$ cat src/analog_pkg.sv
package analog_pkg;

  ////////////////////////////////////////
  // widths
  ////////////////////////////////////////

  // raw converter word, two reserved lsbs
  localparam int unsigned ADC_RAW_W = 16;
  // useful sample bits
  localparam int unsigned SMP_W = 14;
  // gain coefficient width
  localparam int unsigned MUL_W = 16;
  // fractional bits of the gain
  localparam int unsigned MUL_FRAC = 14;
  // number of analog channels
  localparam int unsigned CHN_NUM = 2;

  // full product of sample and gain
  localparam int unsigned PRD_W = SMP_W + MUL_W;
  // product after dropping fraction bits
  localparam int unsigned SCL_W = PRD_W - MUL_FRAC;
  // offset sum, one guard bit
  localparam int unsigned ACC_W = SCL_W + 1;

  ////////////////////////////////////////
  // types
  ////////////////////////////////////////

  // calibrated sample, two's complement
  typedef logic signed [SMP_W-1:0] sample_t;
  // gain, read as fraction
  typedef logic signed [MUL_W-1:0] mul_t;
  // offset, same scale as a sample
  typedef logic signed [SMP_W-1:0] sum_t;

  // saturation limits
  localparam sample_t SMP_MAX = {1'b0, {(SMP_W-1){1'b1}}};
  localparam sample_t SMP_MIN = {1'b1, {(SMP_W-1){1'b0}}};

  // reset defaults, unity gain and no offset
  localparam mul_t MUL_UNITY = mul_t'(2**MUL_FRAC);
  localparam sum_t SUM_RESET = '0;

endpackage : analog_pkg
$ cat src/cal_cfg_if.sv
`timescale 1ns/10ps

// per channel calibration coefficients
// plain levels, no handshake
interface cal_cfg_if ();

  // adc side gain and offset
  analog_pkg::mul_t adc_mul;
  analog_pkg::sum_t adc_sum;

  // dac side gain and offset
  analog_pkg::mul_t dac_mul;
  analog_pkg::sum_t dac_sum;

  // register file side
  modport regs (
    output adc_mul,
    output adc_sum,
    output dac_mul,
    output dac_sum
  );

  // channel datapath side
  modport path (
    input  adc_mul,
    input  adc_sum,
    input  dac_mul,
    input  dac_sum
  );

endinterface : cal_cfg_if

$ cat src/analog_top.sv
`timescale 1ns/10ps

module analog_top (
  input  logic                             adc_clk,
  input  logic                             top_rst,
  // adc converter words
  input  logic [analog_pkg::ADC_RAW_W-1:0] adc0_dat_i,
  input  logic [analog_pkg::ADC_RAW_W-1:0] adc1_dat_i,
  // generator samples
  input  analog_pkg::sample_t              asg0_dat_i,
  input  analog_pkg::sample_t              asg1_dat_i,
  // loopback level
  input  logic                             digital_loop_i,
  // coefficient write
  input  logic                             cal_wr_i,
  input  logic                             cal_chan_i,
  input  logic                             cal_dac_i,
  input  analog_pkg::mul_t                 cal_mul_i,
  input  analog_pkg::sum_t                 cal_sum_i,
  // calibrated adc samples
  output analog_pkg::sample_t              osc0_dat_o,
  output analog_pkg::sample_t              osc1_dat_o,
  // combined dac bus
  output logic [analog_pkg::SMP_W-1:0]     dac_dat_o,
  output logic                             dac_sel_o,
  output logic                             dac_wrt_o,
  output logic                             dac_rst_o
);

  // calibrated dac samples per channel
  analog_pkg::sample_t dac0_smp;
  analog_pkg::sample_t dac1_smp;

  // coefficients per channel
  cal_cfg_if cfg0 ();
  cal_cfg_if cfg1 ();

  ////////////////////////////////////////
  // calibration registers
  ////////////////////////////////////////

  calib_regs u_calib (
    .adc_clk    (adc_clk),
    .top_rst    (top_rst),
    .cal_wr_i   (cal_wr_i),
    .cal_chan_i (cal_chan_i),
    .cal_dac_i  (cal_dac_i),
    .cal_mul_i  (cal_mul_i),
    .cal_sum_i  (cal_sum_i),
    .cfg0       (cfg0),
    .cfg1       (cfg1)
  );

  ////////////////////////////////////////
  // channel datapaths
  ////////////////////////////////////////

  // channel 0
  channel_path u_ch0 (
    .adc_clk        (adc_clk),
    .top_rst        (top_rst),
    .adc_dat_i      (adc0_dat_i),
    .asg_dat_i      (asg0_dat_i),
    .digital_loop_i (digital_loop_i),
    .cfg            (cfg0),
    .osc_dat_o      (osc0_dat_o),
    .dac_smp_o      (dac0_smp)
  );

  // channel 1
  channel_path u_ch1 (
    .adc_clk        (adc_clk),
    .top_rst        (top_rst),
    .adc_dat_i      (adc1_dat_i),
    .asg_dat_i      (asg1_dat_i),
    .digital_loop_i (digital_loop_i),
    .cfg            (cfg1),
    .osc_dat_o      (osc1_dat_o),
    .dac_smp_o      (dac1_smp)
  );

  ////////////////////////////////////////
  // dac bus
  ////////////////////////////////////////

  dac_interleave u_dac (
    .adc_clk    (adc_clk),
    .top_rst    (top_rst),
    .dac0_smp_i (dac0_smp),
    .dac1_smp_i (dac1_smp),
    .dac_dat_o  (dac_dat_o),
    .dac_sel_o  (dac_sel_o),
    .dac_wrt_o  (dac_wrt_o),
    .dac_rst_o  (dac_rst_o)
  );

endmodule : analog_top

$ cat src/dac_interleave.sv
`timescale 1ns/10ps

module dac_interleave (
  input  logic                          adc_clk,
  input  logic                          top_rst,
  // calibrated samples of both channels
  input  analog_pkg::sample_t           dac0_smp_i,
  input  analog_pkg::sample_t           dac1_smp_i,
  // combined dac bus
  output logic [analog_pkg::SMP_W-1:0]  dac_dat_o,
  output logic                          dac_sel_o,
  output logic                          dac_wrt_o,
  output logic                          dac_rst_o
);

  // offset binary codes, negative slope
  logic [analog_pkg::SMP_W-1:0] code0;
  logic [analog_pkg::SMP_W-1:0] code1;
  // registered codes
  logic [analog_pkg::SMP_W-1:0] code0_r;
  logic [analog_pkg::SMP_W-1:0] code1_r;
  // channel phase, high selects channel 0
  logic                         sel_r;
  // dac control levels
  logic                         rst_r;
  logic                         wrt_r;

  // sign bit kept, magnitude bits inverted
  assign code0 = {dac0_smp_i[analog_pkg::SMP_W-1], ~dac0_smp_i[analog_pkg::SMP_W-2:0]};
  assign code1 = {dac1_smp_i[analog_pkg::SMP_W-1], ~dac1_smp_i[analog_pkg::SMP_W-2:0]};

  ////////////////////////////////////////
  // code and control registers
  ////////////////////////////////////////

  always_ff @(posedge adc_clk, posedge top_rst) begin
    if (top_rst) begin
      code0_r <= '0;
      code1_r <= '0;
      sel_r   <= 1'b0;
      rst_r   <= 1'b1;
      wrt_r   <= 1'b0;
    end else begin
      code0_r <= code0;
      code1_r <= code1;
      // alternate channels every cycle
      sel_r   <= ~sel_r;
      // dac out of reset, writes enabled
      rst_r   <= 1'b0;
      wrt_r   <= 1'b1;
    end
  end

  // bus mux follows the phase
  assign dac_dat_o = sel_r ? code0_r : code1_r;
  assign dac_sel_o = sel_r;
  assign dac_wrt_o = wrt_r;
  assign dac_rst_o = rst_r;

endmodule : dac_interleave

$ cat src/channel_path.sv
`timescale 1ns/10ps

module channel_path (
  input  logic                                adc_clk,
  input  logic                                top_rst,
  // raw converter word
  input  logic [analog_pkg::ADC_RAW_W-1:0]    adc_dat_i,
  // generator sample
  input  analog_pkg::sample_t                 asg_dat_i,
  // loopback level
  input  logic                                digital_loop_i,
  // calibration coefficients
  cal_cfg_if.path                             cfg,
  // calibrated adc sample
  output analog_pkg::sample_t                 osc_dat_o,
  // calibrated dac sample
  output analog_pkg::sample_t                 dac_smp_o
);

  // captured, sign converted adc sample
  analog_pkg::sample_t adc_smp_r;
  // adc calibrator input after loopback mux
  analog_pkg::sample_t adc_cal_in;

  ////////////////////////////////////////
  // adc capture
  ////////////////////////////////////////

  // lowest two bits reserved
  // msb kept, rest inverted gives two's complement
  always_ff @(posedge adc_clk, posedge top_rst) begin
    if (top_rst) begin
      adc_smp_r <= '0;
    end else begin
      adc_smp_r <= {adc_dat_i[analog_pkg::ADC_RAW_W-1],
                    ~adc_dat_i[analog_pkg::ADC_RAW_W-2:
                               analog_pkg::ADC_RAW_W-analog_pkg::SMP_W]};
    end
  end

  // digital loopback mux
  // own calibrated dac sample replaces the converter
  assign adc_cal_in = digital_loop_i ? dac_smp_o : adc_smp_r;

  ////////////////////////////////////////
  // calibration stages
  ////////////////////////////////////////

  // adc side, 2 cycles
  linear_cal u_adc_cal (
    .adc_clk (adc_clk),
    .top_rst (top_rst),
    .smp_i   (adc_cal_in),
    .mul_i   (cfg.adc_mul),
    .sum_i   (cfg.adc_sum),
    .smp_o   (osc_dat_o)
  );

  // dac side, 2 cycles
  linear_cal u_dac_cal (
    .adc_clk (adc_clk),
    .top_rst (top_rst),
    .smp_i   (asg_dat_i),
    .mul_i   (cfg.dac_mul),
    .sum_i   (cfg.dac_sum),
    .smp_o   (dac_smp_o)
  );

endmodule : channel_path

$ cat src/linear_cal.sv
`timescale 1ns/10ps

module linear_cal (
  input  logic                adc_clk,
  input  logic                top_rst,
  // sample in
  input  analog_pkg::sample_t smp_i,
  // gain and offset
  input  analog_pkg::mul_t    mul_i,
  input  analog_pkg::sum_t    sum_i,
  // calibrated sample out
  output analog_pkg::sample_t smp_o
);

  // stage 1, full precision product
  logic signed [analog_pkg::PRD_W-1:0] prd_r;
  // product with fraction bits dropped
  logic signed [analog_pkg::SCL_W-1:0] prd_scl;
  // scaled product plus offset
  logic signed [analog_pkg::ACC_W-1:0] acc;
  // saturated sum
  analog_pkg::sample_t                 sat;
  // stage 2 register
  analog_pkg::sample_t                 smp_r;

  ////////////////////////////////////////
  // stage 1, multiply
  ////////////////////////////////////////

  always_ff @(posedge adc_clk, posedge top_rst) begin
    if (top_rst) begin
      prd_r <= '0;
    end else begin
      prd_r <= smp_i * mul_i;
    end
  end

  ////////////////////////////////////////
  // stage 2, offset and saturation
  ////////////////////////////////////////

  // arithmetic shift by MUL_FRAC
  assign prd_scl = prd_r[analog_pkg::PRD_W-1:analog_pkg::MUL_FRAC];
  // both sign extended to ACC_W
  assign acc = prd_scl + sum_i;

  // clip to sample range
  always_comb begin
    if (acc > analog_pkg::SMP_MAX) begin
      sat = analog_pkg::SMP_MAX;
    end else if (acc < analog_pkg::SMP_MIN) begin
      sat = analog_pkg::SMP_MIN;
    end else begin
      sat = acc[analog_pkg::SMP_W-1:0];
    end
  end

  always_ff @(posedge adc_clk, posedge top_rst) begin
    if (top_rst) begin
      smp_r <= '0;
    end else begin
      smp_r <= sat;
    end
  end

  assign smp_o = smp_r;

endmodule : linear_cal

$ cat src/calib_regs.sv
`timescale 1ns/10ps

module calib_regs (
  input  logic             adc_clk,
  input  logic             top_rst,
  // write port
  input  logic             cal_wr_i,
  input  logic             cal_chan_i,
  input  logic             cal_dac_i,
  input  analog_pkg::mul_t cal_mul_i,
  input  analog_pkg::sum_t cal_sum_i,
  // coefficients per channel
  cal_cfg_if.regs          cfg0,
  cal_cfg_if.regs          cfg1
);

  ////////////////////////////////////////
  // coefficient storage
  ////////////////////////////////////////

  // adc gain/offset per channel
  analog_pkg::mul_t adc_mul_r [analog_pkg::CHN_NUM];
  analog_pkg::sum_t adc_sum_r [analog_pkg::CHN_NUM];
  // dac gain/offset per channel
  analog_pkg::mul_t dac_mul_r [analog_pkg::CHN_NUM];
  analog_pkg::sum_t dac_sum_r [analog_pkg::CHN_NUM];

  // strobe selects one gain/offset pair
  // new value visible the cycle after the strobe
  always_ff @(posedge adc_clk, posedge top_rst) begin
    if (top_rst) begin
      for (int i = 0; i < analog_pkg::CHN_NUM; i++) begin
        adc_mul_r[i] <= analog_pkg::MUL_UNITY;
        adc_sum_r[i] <= analog_pkg::SUM_RESET;
        dac_mul_r[i] <= analog_pkg::MUL_UNITY;
        dac_sum_r[i] <= analog_pkg::SUM_RESET;
      end
    end else if (cal_wr_i) begin
      if (cal_dac_i) begin
        // dac direction
        dac_mul_r[cal_chan_i] <= cal_mul_i;
        dac_sum_r[cal_chan_i] <= cal_sum_i;
      end else begin
        // adc direction
        adc_mul_r[cal_chan_i] <= cal_mul_i;
        adc_sum_r[cal_chan_i] <= cal_sum_i;
      end
    end
  end

  ////////////////////////////////////////
  // outputs to channel paths
  ////////////////////////////////////////

  // channel 0
  assign cfg0.adc_mul = adc_mul_r[0];
  assign cfg0.adc_sum = adc_sum_r[0];
  assign cfg0.dac_mul = dac_mul_r[0];
  assign cfg0.dac_sum = dac_sum_r[0];

  // channel 1
  assign cfg1.adc_mul = adc_mul_r[1];
  assign cfg1.adc_sum = adc_sum_r[1];
  assign cfg1.dac_mul = dac_mul_r[1];
  assign cfg1.dac_sum = dac_sum_r[1];

endmodule : calib_regs

$ cat config.mk
export PLATFORM = sky130hd
export DESIGN_NAME = analog_top
export DESIGN_NICKNAME = d
export VERILOG_FILES = /design/src/analog_pkg.sv /design/src/cal_cfg_if.sv /design/src/analog_top.sv /design/src/dac_interleave.sv /design/src/channel_path.sv /design/src/linear_cal.sv /design/src/calib_regs.sv
export SDC_FILE = /design/constraint.sdc
export NUM_CORES = 2
export LEC_CHECK = 0
export CORE_UTILIZATION = 30
export DETAILED_ROUTE_END_ITERATION = 8
export DONT_BUFFER_PORTS = 1
export GPL_TIMING_DRIVEN = 0
export PLACE_DENSITY = 0.47
export SKIP_CTS_REPAIR_TIMING = 1
export SLEW_MARGIN = 20
export SYNTH_ARGS = -nofsm -noshare
export SYNTH_HDL_FRONTEND = slang
export SYNTH_SLANG_ARGS = --single-unit
$ cat constraint.sdc
create_clock -name adc_clk -period 11.65 [get_ports adc_clk]
set_clock_uncertainty 0.15 [all_clocks]
set_input_delay 1.165 -clock adc_clk [delete_from_list [all_inputs] [get_ports adc_clk]]
set_output_delay 1.165 -clock adc_clk [all_outputs]
set_load 0.02 [all_outputs]
==> metrics.md <==
| Metric | Value |
|---|---|
| Status | `finished clean` |
| Synth unique cells | `63` |
| Worst Path Required | `11.92 ns` |
| Synthesis warning total | `0` |
| Number of remaining DRC errors | `0` |
| Vias/cell | `4.50` |
| Setup CP Type | `in2reg` |
| R2r startpoint | `u_ch0.u_dac_cal.smp_o[4]$_DFF_PP0_` |
| CP Capture Type | `flop` |
| Syn Nets | `5737` |
| DR pass1 iterations | `5` |
| Final setup fails | `0` |
| Largest net degree at the start of global routing | `104` |
| First-pass GRT wire length | `197000 um` |
| Top Metal Used | `met5` |
| Worst r2r dst | `u_ch0.u_adc_cal.prd_r[24]$_DFF_PP0_` |
| DRT iter0 DRCs | `1511` |
| Die height | `387 um` |
| I/O pin count | `141` |
| Final Cycle Share | `80.8%` |
| Worst slew pin tran | `1.06 ns` |
| CP Launch Type | `input pin` |
| Drt wl/cell | `19.3 um` |
| Synthesized area per cell | `10.0 um^2` |
| Die width | `387 um` |
| Post-synth ARST share | `100%` |
| Final Instance Area | `0.0482 mm^2` |
| Initial antenna violation count | `29` |
| EDFF count, synth | `0` |
| Reg2reg path depth | `26` |
| Die area | `0.150 mm^2` |
| CTS root buf | `clkbuf_16` |
| Sequential fraction of the synthesis area | `16.8%` |
| Syn-to-layout area delta | `8.38%` |
| Initial Utilization | `30.4%` |
| Setup WS pre-CTS | `1.71 ns` |
| Clock-pin slew on the worst setup and hold paths | `0.06 ns` |
| Final Max Slew Viols | `0` |
| Max-slew headroom | `27.5%` |
| Max-Cap Viols | `0` |
| Core ar. | `0.146 mm^2` |
| H-tree depth | `2` |
| Worst setup endpoint | `u_ch0.u_adc_cal.prd_r[24]$_DFF_PP0_` |
| WL met2 | `55200 um` |
| Vias | `28900` |
| Num rows | `140` |
| Final worst slack | `2.23 ns` |
| Crit path launch | `digital_loop_i` |
| R2r setup slk | `3.41 ns` |
| Post-synth top flop | `dfrtp_1` |
| Clock Path Buffers | `3` |
| HPWL after DPL | `106000 um` |
| Crit path max fanout | `10` |
| Maximum clock frequency | `106 MHz` |
| HP Class | `reg2reg` |
| Clk Latency, worst-skew pair | `0.55 ns` |
| Routed wire length | `124000 um` |
| ANT nets after route | `0` |
| Layout cells sized above 1 | `5.47%` |
| Clock Sinks | `299` |
| Yosys reg bits | `299` |
| Met1 wire length | `58500 um` |
| CTS tree | `done` |
| RD Place Congestion | `0.862` |
| Synthesized area | `0.0445 mm^2` |
| Total CTS buffers | `36` |
| Post-Synthesis Cells | `4429` |
| GR Overflow Total | `0` |
| Number of global-route vias before repair | `32100` |
| Met3 wire length | `9220 um` |
| RSZ-0062 raised after global routing | `no` |
| Nets | `5778` |
| Final hold vios | `0` |
| Min Tclk post-route | `9.42 ns` |
| Crit path arrival time | `9.68 ns` |
| IO Port Bufs | `0` |
| Area after DPL | `0.0470 mm^2` |
| Gr usage total | `17.2%` |
-- worst min path at each step --
stage / from / end / cells after the start
5_1_grt: u_ch1.u_dac_cal.smp_o[13]$_DFF_PP0_ / u_dac.code1_r[13]$_DFF_PP0_ / 0
3_3_place_gp: u_ch1.u_dac_cal.smp_o[13]$_DFF_PP0_ / u_dac.code1_r[13]$_DFF_PP0_ / 0
2_1_floorplan: u_ch0.u_dac_cal.smp_o[13]$_DFF_PP0_ / u_dac.code0_r[13]$_DFF_PP0_ / 0
6_report: u_ch1.u_dac_cal.smp_o[13]$_DFF_PP0_ / u_dac.code1_r[13]$_DFF_PP0_ / 0
4_1_cts: u_ch1.u_dac_cal.smp_o[13]$_DFF_PP0_ / u_dac.code1_r[13]$_DFF_PP0_ / 0
3_5_place_dp: u_ch1.u_dac_cal.smp_o[13]$_DFF_PP0_ / u_dac.code1_r[13]$_DFF_PP0_ / 0
-- final cells by class --
cell class,instances,area (um^2)
multi-input combinational,2966,32600
buffer,145,556
antenna,13,32.5
fill,15300,98300
inverter,1019,3830
clock inverter,18,238
clock buffer,47,962
timing repair buffer,3,82.6
sequential,299,7490
tap,1917,2400
-- stage by stage --
stage / std cells / utilization [%] / hold WS [ns] / TNS (ns)
finish: 6427 / 32.9 / 0.254 / 0
global route: 6414 / 32.9 / 0.260 / 0
CTS: 6414 / 32.9 / 0.248 / 0
detailed placement: 6349 / 32.1 / 0.231 / 0
global placement: 6346 / 32.0 / 0.235 / -404.01
floorplan: 4429 / - / 0.203 / 0
-- worst max-delay path: stages --
cell,delay [ns]
buf_6,0.17
clkbuf_1,0.73
mux2i_1,0.96
clkbuf_1,0.60
nor2b_1,0.13
fa_1,0.51
inv_1,0.05
fa_1,0.47
inv_1,0.05
fa_1,0.49
inv_1,0.05
fa_1,0.52
inv_1,0.05
fa_1,0.47
inv_1,0.05
fa_1,0.47
inv_1,0.04
ha_1,0.32
o21ai_0,0.30
a221o_1,0.23
nor2_1,0.05
a211o_1,0.37
a21oi_2,0.31
o2111a_1,0.39
nor2b_1,0.10
a21o_1,0.20
a21oi_1,0.17
xnor2_1,0.22
-- registers in the layout (all words and copies together), names as in the netlist, 16 cells and up --
register and cells:
u_calib.cfg0.adc_mul 16, u_calib.cfg0.dac_mul 16, u_calib.cfg1.adc_mul 16, u_calib.cfg1.dac_mul 16, u_ch0.u_adc_cal.prd_r 16, u_ch0.u_dac_cal.prd_r 16, u_ch1.u_adc_cal.prd_r 16, u_ch1.u_dac_cal.prd_r 16
-- cell usage after synthesis (all sizes together) (43+ instances only) --
cell type | n | area (um^2)
inv | 1019 | 3820
fa | 876 | 17500
nand2 | 444 | 1670
ha | 336 | 4200
dfrtp | 294 | 7360
and2 | 256 | 1600
nor2b | 169 | 1060
mux2 | 149 | 1680
clkbuf | 141 | 529
xnor2 | 110 | 963
nor2 | 107 | 402
a21o | 79 | 593
a21oi | 77 | 404
nand2b | 43 | 269
-- per-layer routing --
layer | up-vias | track usage (%)
li1 | 13400 | -
met1 | 14900 | 24.8
met2 | 531 | 26.9
met3 | 82 | 3.94
met4 | 18 | 2.08
met5 | - | 0
-- kinds of logic after synthesis --
logic type	count (synthesis)	share of synthesized area [%]
compound gates	303	4.60
xor+xnor	143	2.82
fa+ha+maj	1212	48.9
buf+inv	1164	9.85
flops	299	16.8
mux	163	4.09
other cells	2	0.0169
simple gates	1143	12.9
-- cells in the final DEF (no fill, tap or decap), types with 5 or more instances in the layout --
cell type / synthesis / layout
o2111ai_1: 6 / 6
nor3_1: 30 / 30
or2_2: 11 / 11
xnor2_1: 110 / 110
nor2_1: 107 / 107
nand2b_1: 43 / 43
ha_1: 336 / 336
a31oi_1: 9 / 9
fa_1: 876 / 876
o21bai_1: 8 / 8
and2_1: 256 / 256
a211oi_1: 13 / 13
inv_1: 1018 / 1017
xor2_1: 33 / 33
o21ai_1: 6 / 6
o211ai_1: 7 / 7
a31o_2: 9 / 9
mux2_2: 149 / 149
nand4_1: 10 / 10
a211o_1: 8 / 8
mux2i_1: 14 / 14
nand2_1: 444 / 444
diode_2: 0 / 13
clkinv_2: 0 / 6
clkbuf_16: 0 / 36
o21ai_0: 36 / 36
and3_1: 5 / 5
dfstp_2: 5 / 5
dfrtp_1: 294 / 294
a21oi_2: 5 / 5
or3_1: 8 / 8
a21o_1: 79 / 79
o21a_1: 23 / 23
nor2b_1: 169 / 169
nand3_1: 38 / 38
a21oi_1: 72 / 72
clkbuf_1: 141 / 150
Power is left out: the tool's default activity adds up to more than one toggle a clock period on the data nets, which glitch-free logic cannot reach.
